[src/riscv_bu_macros.svh]
//////////////////////////////////////////////////////////////////////
// Subsystem-wide build parameters for the branch unit slice
// Every file that sizes a bus or a table includes this header, so
// the package, the RTL and the testbench always agree
// RV_BP_TABLE_BITS must be at least RV_BP_GLOBAL_BITS
// RV_HAS_RVC set to 0 makes bit 1 of a taken target misaligned
//////////////////////////////////////////////////////////////////////

`ifndef RISCV_BU_MACROS_SVH
`define RISCV_BU_MACROS_SVH

// Data and address width
`define RV_XLEN           32
// Next PC after reset
`define RV_PC_INIT        'h200
// Global history length and log2 of the counter table size
`define RV_BP_GLOBAL_BITS 2
`define RV_BP_TABLE_BITS  6
// Compressed instruction support
`define RV_HAS_RVC        1

`endif

[src/riscv_bu_pkg.sv]
//////////////////////////////////////////////////////////////////////
// Types shared by the branch unit, the predictor and the testbench
// Widths follow the macros header
// Only the opcodes that the branch unit resolves are named here
//////////////////////////////////////////////////////////////////////

`include "riscv_bu_macros.svh"

package riscv_bu_pkg;

  // Data path and instruction words
  typedef logic [`RV_XLEN-1:0] xlen_t;
  typedef logic [31:0]         instr_t;
  typedef logic [6:0]          opcode_t;

  // Instruction as handed over by ID
  typedef struct packed {
    instr_t instr;
    logic   bubble;
  } id_insn_t;

  // Predictor values
  typedef logic [`RV_BP_GLOBAL_BITS-1:0] bp_hist_t;
  typedef logic [`RV_BP_TABLE_BITS-1:0]  bp_idx_t;
  typedef logic [1:0]                    bp_pred_t;

  // Exception record, 4 bits
  typedef struct packed {
    logic any;
    logic misaligned_instruction;
    logic illegal_instruction;
    logic breakpoint;
  } exc_t;

  // Raw immediates, bit 0 always zero
  typedef logic [12:0] immsb_t;
  typedef logic [20:0] immuj_t;

  // Major opcodes seen by the branch unit
  localparam opcode_t OPC_JAL     = 7'b1101111;
  localparam opcode_t OPC_JALR    = 7'b1100111;
  localparam opcode_t OPC_BRANCH  = 7'b1100011;
  localparam opcode_t OPC_MISCMEM = 7'b0001111;

  // Resolved operation
  typedef enum logic [3:0] {
    OP_OTHER,
    OP_JAL,
    OP_JALR,
    OP_BEQ,
    OP_BNE,
    OP_BLT,
    OP_BGE,
    OP_BLTU,
    OP_BGEU,
    OP_FENCE_I
  } opc_t;

endpackage

[src/riscv_bp.sv]
//////////////////////////////////////////////////////////////////////
// Global-history branch predictor with two-bit saturating counters
// Lookup is combinational from id_pc_i and the history register
// The update arrives one cycle after lookup; the write index is the
// stored PC bits XORed with the history returned by the branch unit
// Index capture freezes while ex_stall_i is high
//////////////////////////////////////////////////////////////////////

`timescale 1ns/10ps

`include "riscv_bu_macros.svh"

module riscv_bp (
  input  logic                   clk_i,
  input  logic                   rst_ni,
  input  logic                   ex_stall_i,
  input  riscv_bu_pkg::xlen_t    id_pc_i,
  input  logic                   bu_bp_update_i,
  input  logic                   bu_bp_btaken_i,
  input  riscv_bu_pkg::bp_hist_t bu_bp_history_update_i,
  output riscv_bu_pkg::bp_pred_t bp_predict_o,
  output riscv_bu_pkg::bp_hist_t bp_history_o
);

  localparam int TBL_BITS  = `RV_BP_TABLE_BITS;
  localparam int HIST_BITS = `RV_BP_GLOBAL_BITS;
  localparam int TBL_SIZE  = 1 << TBL_BITS;

  riscv_bu_pkg::bp_pred_t [TBL_SIZE-1:0] cnt_q;
  logic [HIST_BITS:0]                    hist_q;
  riscv_bu_pkg::bp_idx_t                 pc_idx;
  riscv_bu_pkg::bp_idx_t                 rd_idx;
  riscv_bu_pkg::bp_idx_t                 lu_pc_q;
  riscv_bu_pkg::bp_idx_t                 wr_idx;
  riscv_bu_pkg::bp_pred_t                cur_cnt;
  riscv_bu_pkg::bp_pred_t                nxt_cnt;

  //////////////////////////////////////////////////////////////////////
  // Lookup

  // Newest bit belongs to the branch being resolved and is left out
  assign bp_history_o = hist_q[HIST_BITS:1];

  assign pc_idx       = id_pc_i[TBL_BITS+1:2];
  assign rd_idx       = pc_idx ^ {{(TBL_BITS-HIST_BITS){1'b0}}, bp_history_o};
  assign bp_predict_o = cnt_q[rd_idx];

  // PC part of the lookup index, for the update one cycle later
  always_ff @(posedge clk_i or negedge rst_ni) begin
    if (!rst_ni) begin
      lu_pc_q <= '0;
    end else if (!ex_stall_i) begin
      lu_pc_q <= pc_idx;
    end
  end

  //////////////////////////////////////////////////////////////////////
  // Update

  // Same index as at lookup since the BU returns the history it saw
  assign wr_idx  = lu_pc_q ^ {{(TBL_BITS-HIST_BITS){1'b0}}, bu_bp_history_update_i};
  assign cur_cnt = cnt_q[wr_idx];

  // Saturating step toward the resolved direction
  always_comb begin
    nxt_cnt = cur_cnt;
    if (bu_bp_btaken_i) begin
      if (cur_cnt != 2'b11) nxt_cnt = cur_cnt + 2'b01;
    end else begin
      if (cur_cnt != 2'b00) nxt_cnt = cur_cnt - 2'b01;
    end
  end

  // All counters start weakly not taken
  always_ff @(posedge clk_i or negedge rst_ni) begin
    if (!rst_ni) begin
      cnt_q  <= {TBL_SIZE{2'b01}};
      hist_q <= '0;
    end else if (bu_bp_update_i) begin
      cnt_q[wr_idx] <= nxt_cnt;
      hist_q        <= {hist_q[HIST_BITS-1:0], bu_bp_btaken_i};
    end
  end

endmodule

[src/riscv_bu.sv]
//////////////////////////////////////////////////////////////////////
// Branch unit, resolves JAL, JALR, conditional branches and FENCE.I
// All outputs are registered, one cycle after the ID inputs
// No return stack, so every JALR flushes
// bu_nxt_pc_o and bu_exc_o hold under ex_stall_i; the flush, cache and
// predictor outputs recompute every cycle
//////////////////////////////////////////////////////////////////////

`timescale 1ns/10ps

`include "riscv_bu_macros.svh"

module riscv_bu (
  input  logic                   clk_i,
  input  logic                   rst_ni,
  input  logic                   ex_stall_i,
  input  logic                   st_flush_i,
  input  logic                   later_exc_i,
  input  riscv_bu_pkg::xlen_t    id_pc_i,
  input  riscv_bu_pkg::id_insn_t id_insn_i,
  input  riscv_bu_pkg::exc_t     id_exc_i,
  input  riscv_bu_pkg::xlen_t    opa_i,
  input  riscv_bu_pkg::xlen_t    opb_i,
  input  riscv_bu_pkg::bp_pred_t id_bp_predict_i,
  input  riscv_bu_pkg::bp_hist_t id_bp_history_i,
  output riscv_bu_pkg::xlen_t    bu_nxt_pc_o,
  output logic                   bu_flush_o,
  output logic                   cm_ic_invalidate_o,
  output logic                   cm_dc_clean_o,
  output riscv_bu_pkg::exc_t     bu_exc_o,
  output logic                   bu_bp_btaken_o,
  output logic                   bu_bp_update_o,
  output riscv_bu_pkg::bp_hist_t bu_bp_history_update_o
);

  localparam int XLEN    = `RV_XLEN;
  localparam bit HAS_RVC = (`RV_HAS_RVC != 0);

  riscv_bu_pkg::opc_t    opc;
  riscv_bu_pkg::immsb_t  immsb;
  riscv_bu_pkg::immuj_t  immuj;
  riscv_bu_pkg::xlen_t   ext_immsb;
  riscv_bu_pkg::xlen_t   ext_immuj;
  riscv_bu_pkg::xlen_t   pc_step;
  riscv_bu_pkg::xlen_t   seq_pc;
  riscv_bu_pkg::xlen_t   jalr_sum;
  riscv_bu_pkg::xlen_t   nxt_pc;
  riscv_bu_pkg::exc_t    nxt_exc;
  logic                  is_16bit;
  logic                  btaken;
  logic                  bp_update;
  logic                  pipeflush;
  logic                  ic_invalidate;
  logic                  dc_clean;
  logic                  misaligned;

  //////////////////////////////////////////////////////////////////////
  // Decode

  always_comb begin
    opc = riscv_bu_pkg::OP_OTHER;
    if (!id_insn_i.bubble) begin
      case (id_insn_i.instr[6:0])
        riscv_bu_pkg::OPC_JAL:  opc = riscv_bu_pkg::OP_JAL;
        riscv_bu_pkg::OPC_JALR: opc = riscv_bu_pkg::OP_JALR;
        riscv_bu_pkg::OPC_BRANCH: begin
          case (id_insn_i.instr[14:12])
            3'b000:  opc = riscv_bu_pkg::OP_BEQ;
            3'b001:  opc = riscv_bu_pkg::OP_BNE;
            3'b100:  opc = riscv_bu_pkg::OP_BLT;
            3'b101:  opc = riscv_bu_pkg::OP_BGE;
            3'b110:  opc = riscv_bu_pkg::OP_BLTU;
            3'b111:  opc = riscv_bu_pkg::OP_BGEU;
            default: opc = riscv_bu_pkg::OP_OTHER;
          endcase
        end
        // FENCE.I is MISC-MEM with funct3 001
        riscv_bu_pkg::OPC_MISCMEM: begin
          if (id_insn_i.instr[14:12] == 3'b001) opc = riscv_bu_pkg::OP_FENCE_I;
        end
        default: opc = riscv_bu_pkg::OP_OTHER;
      endcase
    end
  end

  // Immediates
  assign immsb = {id_insn_i.instr[31], id_insn_i.instr[7], id_insn_i.instr[30:25],
                  id_insn_i.instr[11:8], 1'b0};
  assign immuj = {id_insn_i.instr[31], id_insn_i.instr[19:12], id_insn_i.instr[20],
                  id_insn_i.instr[30:21], 1'b0};
  assign ext_immsb = {{(XLEN-$bits(immsb)){immsb[$bits(immsb)-1]}}, immsb};
  assign ext_immuj = {{(XLEN-$bits(immuj)){immuj[$bits(immuj)-1]}}, immuj};

  // Sequential PC, compressed words step by 2
  assign is_16bit = HAS_RVC & (id_insn_i.instr[1:0] != 2'b11);
  assign pc_step  = is_16bit ? riscv_bu_pkg::xlen_t'(2) : riscv_bu_pkg::xlen_t'(4);
  assign seq_pc   = id_pc_i + pc_step;
  assign jalr_sum = opa_i + opb_i;

  //////////////////////////////////////////////////////////////////////
  // Resolve

  always_comb begin
    btaken        = 1'b0;
    bp_update     = 1'b0;
    ic_invalidate = 1'b0;
    dc_clean      = 1'b0;
    case (opc)
      riscv_bu_pkg::OP_JAL:    btaken = 1'b1;
      riscv_bu_pkg::OP_JALR:   btaken = 1'b1;
      riscv_bu_pkg::OP_BEQ:    btaken = (opa_i == opb_i);
      riscv_bu_pkg::OP_BNE:    btaken = (opa_i != opb_i);
      riscv_bu_pkg::OP_BLT:    btaken = ($signed(opa_i) <  $signed(opb_i));
      riscv_bu_pkg::OP_BGE:    btaken = ($signed(opa_i) >= $signed(opb_i));
      riscv_bu_pkg::OP_BLTU:   btaken = (opa_i <  opb_i);
      riscv_bu_pkg::OP_BGEU:   btaken = (opa_i >= opb_i);
      riscv_bu_pkg::OP_FENCE_I: begin
        ic_invalidate = 1'b1;
        dc_clean      = 1'b1;
      end
      default: btaken = 1'b0;
    endcase

    // Flush and next PC per class
    case (opc)
      riscv_bu_pkg::OP_JAL: begin
        // Predicted-taken JAL was already redirected in IF
        pipeflush = ~id_bp_predict_i[1];
        nxt_pc    = id_pc_i + ext_immuj;
      end
      riscv_bu_pkg::OP_JALR: begin
        pipeflush = 1'b1;
        nxt_pc    = {jalr_sum[XLEN-1:1], 1'b0};
      end
      riscv_bu_pkg::OP_FENCE_I: begin
        pipeflush = 1'b1;
        nxt_pc    = id_pc_i + riscv_bu_pkg::xlen_t'(4);
      end
      riscv_bu_pkg::OP_OTHER: begin
        pipeflush = 1'b0;
        nxt_pc    = seq_pc;
      end
      default: begin
        // Conditional branches
        bp_update = 1'b1;
        pipeflush = btaken ^ id_bp_predict_i[1];
        nxt_pc    = btaken ? id_pc_i + ext_immsb : seq_pc;
      end
    endcase
  end

  // Only a taken target can be misaligned
  assign misaligned = btaken & (HAS_RVC ? nxt_pc[0] : |nxt_pc[1:0]);

  always_comb begin
    nxt_exc                        = id_exc_i;
    nxt_exc.misaligned_instruction = id_exc_i.misaligned_instruction | misaligned;
    nxt_exc.any                    = id_exc_i.any | misaligned;
  end

  //////////////////////////////////////////////////////////////////////
  // Output registers

  always_ff @(posedge clk_i or negedge rst_ni) begin
    if (!rst_ni) begin
      bu_flush_o             <= 1'b1;
      cm_ic_invalidate_o     <= 1'b0;
      cm_dc_clean_o          <= 1'b0;
      bu_bp_btaken_o         <= 1'b0;
      bu_bp_update_o         <= 1'b0;
      bu_bp_history_update_o <= '0;
    end else begin
      bu_flush_o             <= pipeflush;
      cm_ic_invalidate_o     <= ic_invalidate;
      cm_dc_clean_o          <= dc_clean;
      bu_bp_btaken_o         <= btaken;
      bu_bp_update_o         <= bp_update;
      bu_bp_history_update_o <= id_bp_history_i;
    end
  end

  always_ff @(posedge clk_i or negedge rst_ni) begin
    if (!rst_ni) begin
      bu_nxt_pc_o <= `RV_PC_INIT;
    end else if (!ex_stall_i) begin
      bu_nxt_pc_o <= nxt_pc;
    end
  end

  // Instruction behind a flush or a later exception is dropped
  always_ff @(posedge clk_i or negedge rst_ni) begin
    if (!rst_ni) begin
      bu_exc_o <= '0;
    end else if (!ex_stall_i) begin
      if (bu_flush_o || st_flush_i || later_exc_i) begin
        bu_exc_o <= '0;
      end else begin
        bu_exc_o <= nxt_exc;
      end
    end
  end

endmodule

[src/riscv_bu_top.sv]
//////////////////////////////////////////////////////////////////////
// Branch resolution slice, predictor and branch unit in a loop
// bp_predict_o is combinational; all other outputs lag ID by one cycle
//////////////////////////////////////////////////////////////////////

`timescale 1ns/10ps

module riscv_bu_top (
  input  logic                   clk_i,
  input  logic                   rst_ni,
  input  riscv_bu_pkg::xlen_t    id_pc_i,
  input  riscv_bu_pkg::id_insn_t id_insn_i,
  input  riscv_bu_pkg::exc_t     id_exc_i,
  input  riscv_bu_pkg::xlen_t    opa_i,
  input  riscv_bu_pkg::xlen_t    opb_i,
  input  logic                   ex_stall_i,
  input  logic                   st_flush_i,
  input  logic                   later_exc_i,
  output riscv_bu_pkg::xlen_t    bu_nxt_pc_o,
  output logic                   bu_flush_o,
  output logic                   cm_ic_invalidate_o,
  output logic                   cm_dc_clean_o,
  output logic                   bu_btaken_o,
  output riscv_bu_pkg::exc_t     bu_exc_o,
  output riscv_bu_pkg::bp_pred_t bp_predict_o
);

  // Predictor to branch unit
  riscv_bu_pkg::bp_hist_t bp_history;
  // Branch unit back to predictor
  logic                   bu_bp_update;
  riscv_bu_pkg::bp_hist_t bu_bp_history_update;

  riscv_bp u_bp (
    .clk_i                  (clk_i),
    .rst_ni                 (rst_ni),
    .ex_stall_i             (ex_stall_i),
    .id_pc_i                (id_pc_i),
    .bu_bp_update_i         (bu_bp_update),
    .bu_bp_btaken_i         (bu_btaken_o),
    .bu_bp_history_update_i (bu_bp_history_update),
    .bp_predict_o           (bp_predict_o),
    .bp_history_o           (bp_history)
  );

  riscv_bu u_bu (
    .clk_i                  (clk_i),
    .rst_ni                 (rst_ni),
    .ex_stall_i             (ex_stall_i),
    .st_flush_i             (st_flush_i),
    .later_exc_i            (later_exc_i),
    .id_pc_i                (id_pc_i),
    .id_insn_i              (id_insn_i),
    .id_exc_i               (id_exc_i),
    .opa_i                  (opa_i),
    .opb_i                  (opb_i),
    .id_bp_predict_i        (bp_predict_o),
    .id_bp_history_i        (bp_history),
    .bu_nxt_pc_o            (bu_nxt_pc_o),
    .bu_flush_o             (bu_flush_o),
    .cm_ic_invalidate_o     (cm_ic_invalidate_o),
    .cm_dc_clean_o          (cm_dc_clean_o),
    .bu_exc_o               (bu_exc_o),
    .bu_bp_btaken_o         (bu_btaken_o),
    .bu_bp_update_o         (bu_bp_update),
    .bu_bp_history_update_o (bu_bp_history_update)
  );

endmodule

[config.mk]
export PLATFORM = sky130hd
export DESIGN_NAME = riscv_bu_top
export DESIGN_NICKNAME = d
export VERILOG_FILES = /design/src/riscv_bu_pkg.sv /design/src/riscv_bp.sv /design/src/riscv_bu.sv /design/src/riscv_bu_top.sv
export VERILOG_INCLUDE_DIRS = /design/src
export SDC_FILE = /design/constraint.sdc
export NUM_CORES = 1
export LEC_CHECK = 0
export BUFFER_PORTS_ARGS = -buffer_cell sky130_fd_sc_hd__buf_2
export CELL_PAD_IN_SITES_DETAIL_PLACEMENT = 0
export CELL_PAD_IN_SITES_GLOBAL_PLACEMENT = 1
export CORE_MARGIN = 4
export CORE_UTILIZATION = 46
export DETAILED_ROUTE_END_ITERATION = 10
export PLACE_DENSITY_LB_ADDON = 0.2
export SYNTH_ARGS = -nofsm -noshare
export SYNTH_HDL_FRONTEND = slang
export SYNTH_HIERARCHICAL = 1
export SYNTH_SLANG_ARGS = --single-unit
export TNS_END_PERCENT = 100
[constraint.sdc]
create_clock -name clk_i -period 4.7 [get_ports clk_i]
set_clock_uncertainty 0.15 [all_clocks]
set_input_delay 0.705 -clock clk_i [delete_from_list [all_inputs] [get_ports clk_i]]
set_output_delay 0.705 -clock clk_i [all_outputs]
set_load 0.01 [all_outputs]
# Word level (Yosys, flattened, before mapping)
# Index checks and enable logic that the tools add are counted.
dict set report classes {
  add_sub_neg 7
  n_lt_le_gt_ge 7
  n_eq_ne 22
  muxes 22
  bitwise 7
  reduce_logical 9
}
# operator count
set ops {}
lappend ops {{32-bit adder} 4}
lappend ops {{128-bit bitwise mux} 1}
lappend ops {{32-bit case mux with 4 select lines} 1}
lappend ops {{32-bit >= comparator} 2}
lappend ops {{32-bit less-than comparator} 2}
lappend ops {{32-bit by 3-bit adder with 32-bit output, second input constant} 1}
lappend ops {{32-bit == test} 1}
lappend ops {{32-bit two-way mux} 1}
lappend ops {{32-bit inequality test} 1}
lappend ops {{2-bit binary-select mux with 6-bit select} 2}
lappend ops {{4-bit case mux with 6 select lines} 1}
lappend ops {{7-bit == test, second input constant} 3}
lappend ops {{4-bit by 3-bit == test with 1-bit output, second input constant} 4}
lappend ops {{4-bit case mux with 4 select lines} 1}
lappend ops {{6-bit by 7-bit less-than comparator with 1-bit output, second input constant} 2}
lappend ops {{2-bit demux with 6-bit select} 1}
lappend ops {{3-bit == test, second input constant} 4}
lappend ops {{2-bit two-way mux} 6}
lappend ops {{4-bit two-way mux} 3}
lappend ops {{6-bit by 2-bit bitwise XOR with 6-bit output} 2}
lappend ops {{4-bit by 2-bit == test with 1-bit output, second input constant} 2}
lappend ops {{4-bit == test, second input constant} 2}
lappend ops {{7-bit by 4-bit == test with 1-bit output, second input constant} 1}
lappend ops {{1-bit case mux with 7 select lines} 1}
lappend ops {{other kinds (20)} 25}
dict set report word_totals {
  register_bits 179
  in_bits 138
  out_inout_bits 42
  elab_cells 150
}

# Depth between registers and ports, before layout
dict set report depth {
  ltp_word 12
  mapped_depth 15
  depth_no_buf 13
}

# Cells and area by module
# Netlist, hierarchy kept.
# module n_inst cells_per_inst area_each_um2 seq_area_each_um2
set modules_own_cells {}
lappend modules_own_cells {riscv_bu 1 1226 8998.6 1053.5}
lappend modules_own_cells {riscv_bp 1 729 7961.4 3508.4}

# Least setup slack after synthesis
# Ideal clock, no wire load.
dict set report synth_timing {
  path_type {in2out}
  startpoint {input port id_pc_i[2]}
  endpoint {output port bp_predict_o[1]}
  arrival_time_ns 3.153
  t_required_ns 3.845
  setup_slack_ns 0.692
  cell_stages 5
  n_path_buf 1
  cell_sequence {xor2_1 clkbuf_1 mux4_2 mux4_2 mux4_2}
}
dict set report synth_between {
  elab_chain_len 3
}
# item line_no
set synth_rtl {}
lappend synth_rtl {{from (decl)} riscv_bu_top.sv:11} ;# input riscv_bu_pkg::xlen_t id_pc_i,
lappend synth_rtl {{6-bit by 2-bit bitwise XOR with 6-bit output} riscv_bp.sv:45} ;# assign rd_idx = pc_idx ^ {{(TBL_BITS-HIST_BITS){1'b0}}, bp_history_o};
lappend synth_rtl {{2-bit binary-select mux with 6-bit select} riscv_bp.sv:46} ;# assign bp_predict_o = cnt_q[rd_idx];
lappend synth_rtl {{2-bit two-way mux (not written as such)} riscv_bp.sv:46}
lappend synth_rtl {{to (decl)} riscv_bu_top.sv:25} ;# output riscv_bu_pkg::bp_pred_t bp_predict_o
# No other way between the ends. The select of a mux whose other input is x is not followed.

# Worst setup path in the final report
# Same ends and word-level chain as after synthesis.

==> results.yml <==
logic_synthesis:
  synthArstFlopShare_pct: 100.0
  synth_edf_count: 0
  synth_top_area_cell: "dfrtp_1"
  syn_area_mm2: 0.01696
  avgSynthCellArea_um2: 8.675
  synth.net_count: 2206
  yosysMostFrequentCell: "nand2_1"
  ys_seq_area_share_pct: 26.90
  synth.top_cell.area_share_pct: 16.67
  netlist-cell-type-count: 103
  yosysWarnings: 6
  postSynthCellCount: 1955
  ys.flop_type: "dfrtp_1"
  ys_top_cells_by_area: "dfrtp_1 (17%), dfstp_2 (10%), ha_1 (8.0%)"
  ys_top_cells_by_count: "nand2_1 (307), a21oi_1 (116), dfrtp_1 (113)"
  synth_seq_cells: 179
layout:
  fillers: 3460
  multi_input_area_mm2: 0.01142
  fin_cells: 2594
  drive_gt1_share_pct: 23.13
  register_area_mm2: 0.004562
  syn_to_final_growth_pct: 11.69
  final_area_mm2: 0.01894
  nets: 2361
setup_path:
  crit_top_cell: "mux4_2"
  crit_chain: "buf_2 > xor2_4 > buf_12 > mux4_2 > mux4_2 > mux4_2 > buf_2"
  reg2reg_to: "u_bp/cnt_q[2]$_DFFE_PN1P_"
  ff2ff_path_depth: 9
  cp_max_fo: 32
  path_class: "primary input to primary output"
  cp.required_ns: 3.85
  start_kind: "primary input"
  timing.rr.start: "u_bu/bu_bp_history_update_o[1]$_DFF_PN0_"
  critPathMaxStageDelay_ns: 0.58
  critPathArrivalTime_ns: 3.41
  endpoint_kind: "primary output"
  slowest_stage: "mux4_2"
  rrSetupSlack_ns: 0.59
power_and_ir_drop:
  cellLeakagePower_nw: 7.759
  power.density_mw_per_mm2: 238.0
  peakVddDrop_uv: 273.5
  total_power_mw: 4.508
floorplanning:
  io_pins: 180
  initial_core_util_pct: 46.44
  dieArea_mm2: 0.04001
  rows: 70
  coreArea_mm2: 0.03652
  fp.dieH_um: 200.0
  die_w_um: 200.0
placed_design:
  post-place-cells: 2559
  placed_cell_area_mm2: 0.01837
  routabilityCongestion: 0.9304
  dp_hpwl_mm: 44.50
  numPortBuffers: 179
timing:
  rsz0062_at_grt: "no"
  setup_viol: 0
  finalMaxSlewViolations: 0
  fmax_mhz: 234.5
  tns_ns: 0
  finalHoldViolCount: 0
  finalCritPeriodShare_pct: 90.73
  period_minus_slack_ns: 4.264
  relSlewSlack_pct: 24.99
  tightestPinTransition_ns: 1.119
cts:
  post_cts_buffers: 0
  cts.clk_slew.worst_paths_ns: 0.07
  insertion_delay_ns: 0.46
  hold_buffers: 0
  cts_made_buffers: 17
  h-tree-depth: 4
  cts-root-buf: "clkbuf_16"
  post_cts_resized: 0
  cts_max_path_buffers: 2
  clock-sinks: 179
  cts_tree: "built"
global_route:
  grt_util_all_layers_pct: 28.40
  grt_pass1_wl_mm: 88.41
  antenna_found_initial: 1
  first_global_vias: 15280
  grt_max_degree: 80
  grt-ovfl-total: 0
drt:
  drtAntennaViolNets: 0
  via_count: 15870
  route.detailed.drc: 0
  first_pass_iters: 6
  drt_first_iter_violations: 1267
  drt-total-wl_mm: 58.19
  wire_per_inst_um: 22.43
  viasPerCell: 6.118
job:
  max-cap-violations: 0
run_status:
  status: "completed"
hold_path:
  hp-class: "primary input to asynchronous set/reset pin"
==> kinds of logic (layout without fill, tap and decap cells) <==
logic type,after synthesis,in the layout,synth area share [%]
other,0,3,0
buffers and inverters,201,369,6.344
AND/OR/NAND/NOR,626,626,16.82
flip-flops,179,179,26.90
adder cells (fa/ha/maj),115,115,8.661
multiplexers,106,106,10.60
XOR/XNOR,131,131,6.854
AO/OA/AOI/OAI,597,597,23.82
==> cells in the final DEF, fill, tap and decap left out, drive strengths merged, types with 33 or more instances in the layout <==
master and count:
buf 241, nand3 44, dfstp 66, mux4 55, a211oi 33, inv 102, xnor2 91, mux2i 39
nand2 307, nor3 34, nor2 109, a21oi 116, ha 109, dfrtp 113, o21ai 215, xor2 40
==> state kept, by name (all words and copies together) (netlist names) <==
signal / cells
u_bu/bu_flush_o: 1
u_bp/lu_pc_q: 6
u_bp/hist_q: 3
u_bu/bu_exc_o: 4
u_bu/bu_nxt_pc_o: 32
u_bu/cm_dc_clean_o: 1
u_bp/cnt_q: 128
u_bu/bu_bp_btaken_o: 1
u_bu/bu_bp_history_update_o: 2
u_bu/bu_bp_update_o: 1
==> per-stage QoR <==
step / setup WS [ns] / utilization, % / hold WS (ns)
final: 0.4355 / 51.86 / 0.1233
after global routing: 0.3675 / 51.85 / 0.1694
after CTS: 0.4285 / 51.84 / 0.1551
after detailed placement: 0.2883 / 50.29 / 0.3085
after global placement: 0.3399 / 50.29 / 0.3008
after floorplan: 0.6923 / - / 0.2594
==> worst max-delay path, delay by kind of cell <==
kind	cells	cell delay, ns
multiplexers	3	1.68
buffers and inverters	3	0.78
XOR/XNOR	1	0.19
==> report_power, final <==
group	total, mW	internal (mW)	switching [mW]	leakage [nW]
Combinational	1.45	0.529	0.920	5.32
Sequential	1.62	1.58	0.0389	2.16
Clock	1.44	0.760	0.680	0.273
==> routing by layer <==
layer  track usage [%]  part of all wire [%]
met1             35.94                    41
met2             50.34                    51
met3             3.105                   5.2
met4             10.29                   3.4
met5                 0                     0
==> worst max-delay path by stage <==
stage | start | to | slack, ns | depth (start not counted)
final | id_pc_i[2] | bp_predict_o[1] | 0.44 | 7
after global routing | id_pc_i[2] | bp_predict_o[1] | 0.37 | 7
after CTS | id_pc_i[2] | bp_predict_o[1] | 0.43 | 7
after floorplan | id_pc_i[2] | bp_predict_o[1] | 0.69 | 5
after global placement | opb_i[21] | u_bu/bu_nxt_pc_o[24]$_DFFE_PN0N_ | 0.34 | 12
after detailed placement | opb_i[23] | u_bu/bu_nxt_pc_o[24]$_DFFE_PN0N_ | 0.29 | 12
==> cell type report <==
type	count	share of cell area, %
clock buffer	21	2.378
tap	468	3.091
sequential	179	24.08
inverter	96	1.902
multi-input combinational	1575	60.27
antenna	3	0.03963
clock inverter	11	0.6143
timing repair buffer	241	7.616
Note: power is estimated with default switching activity, not from simulation.
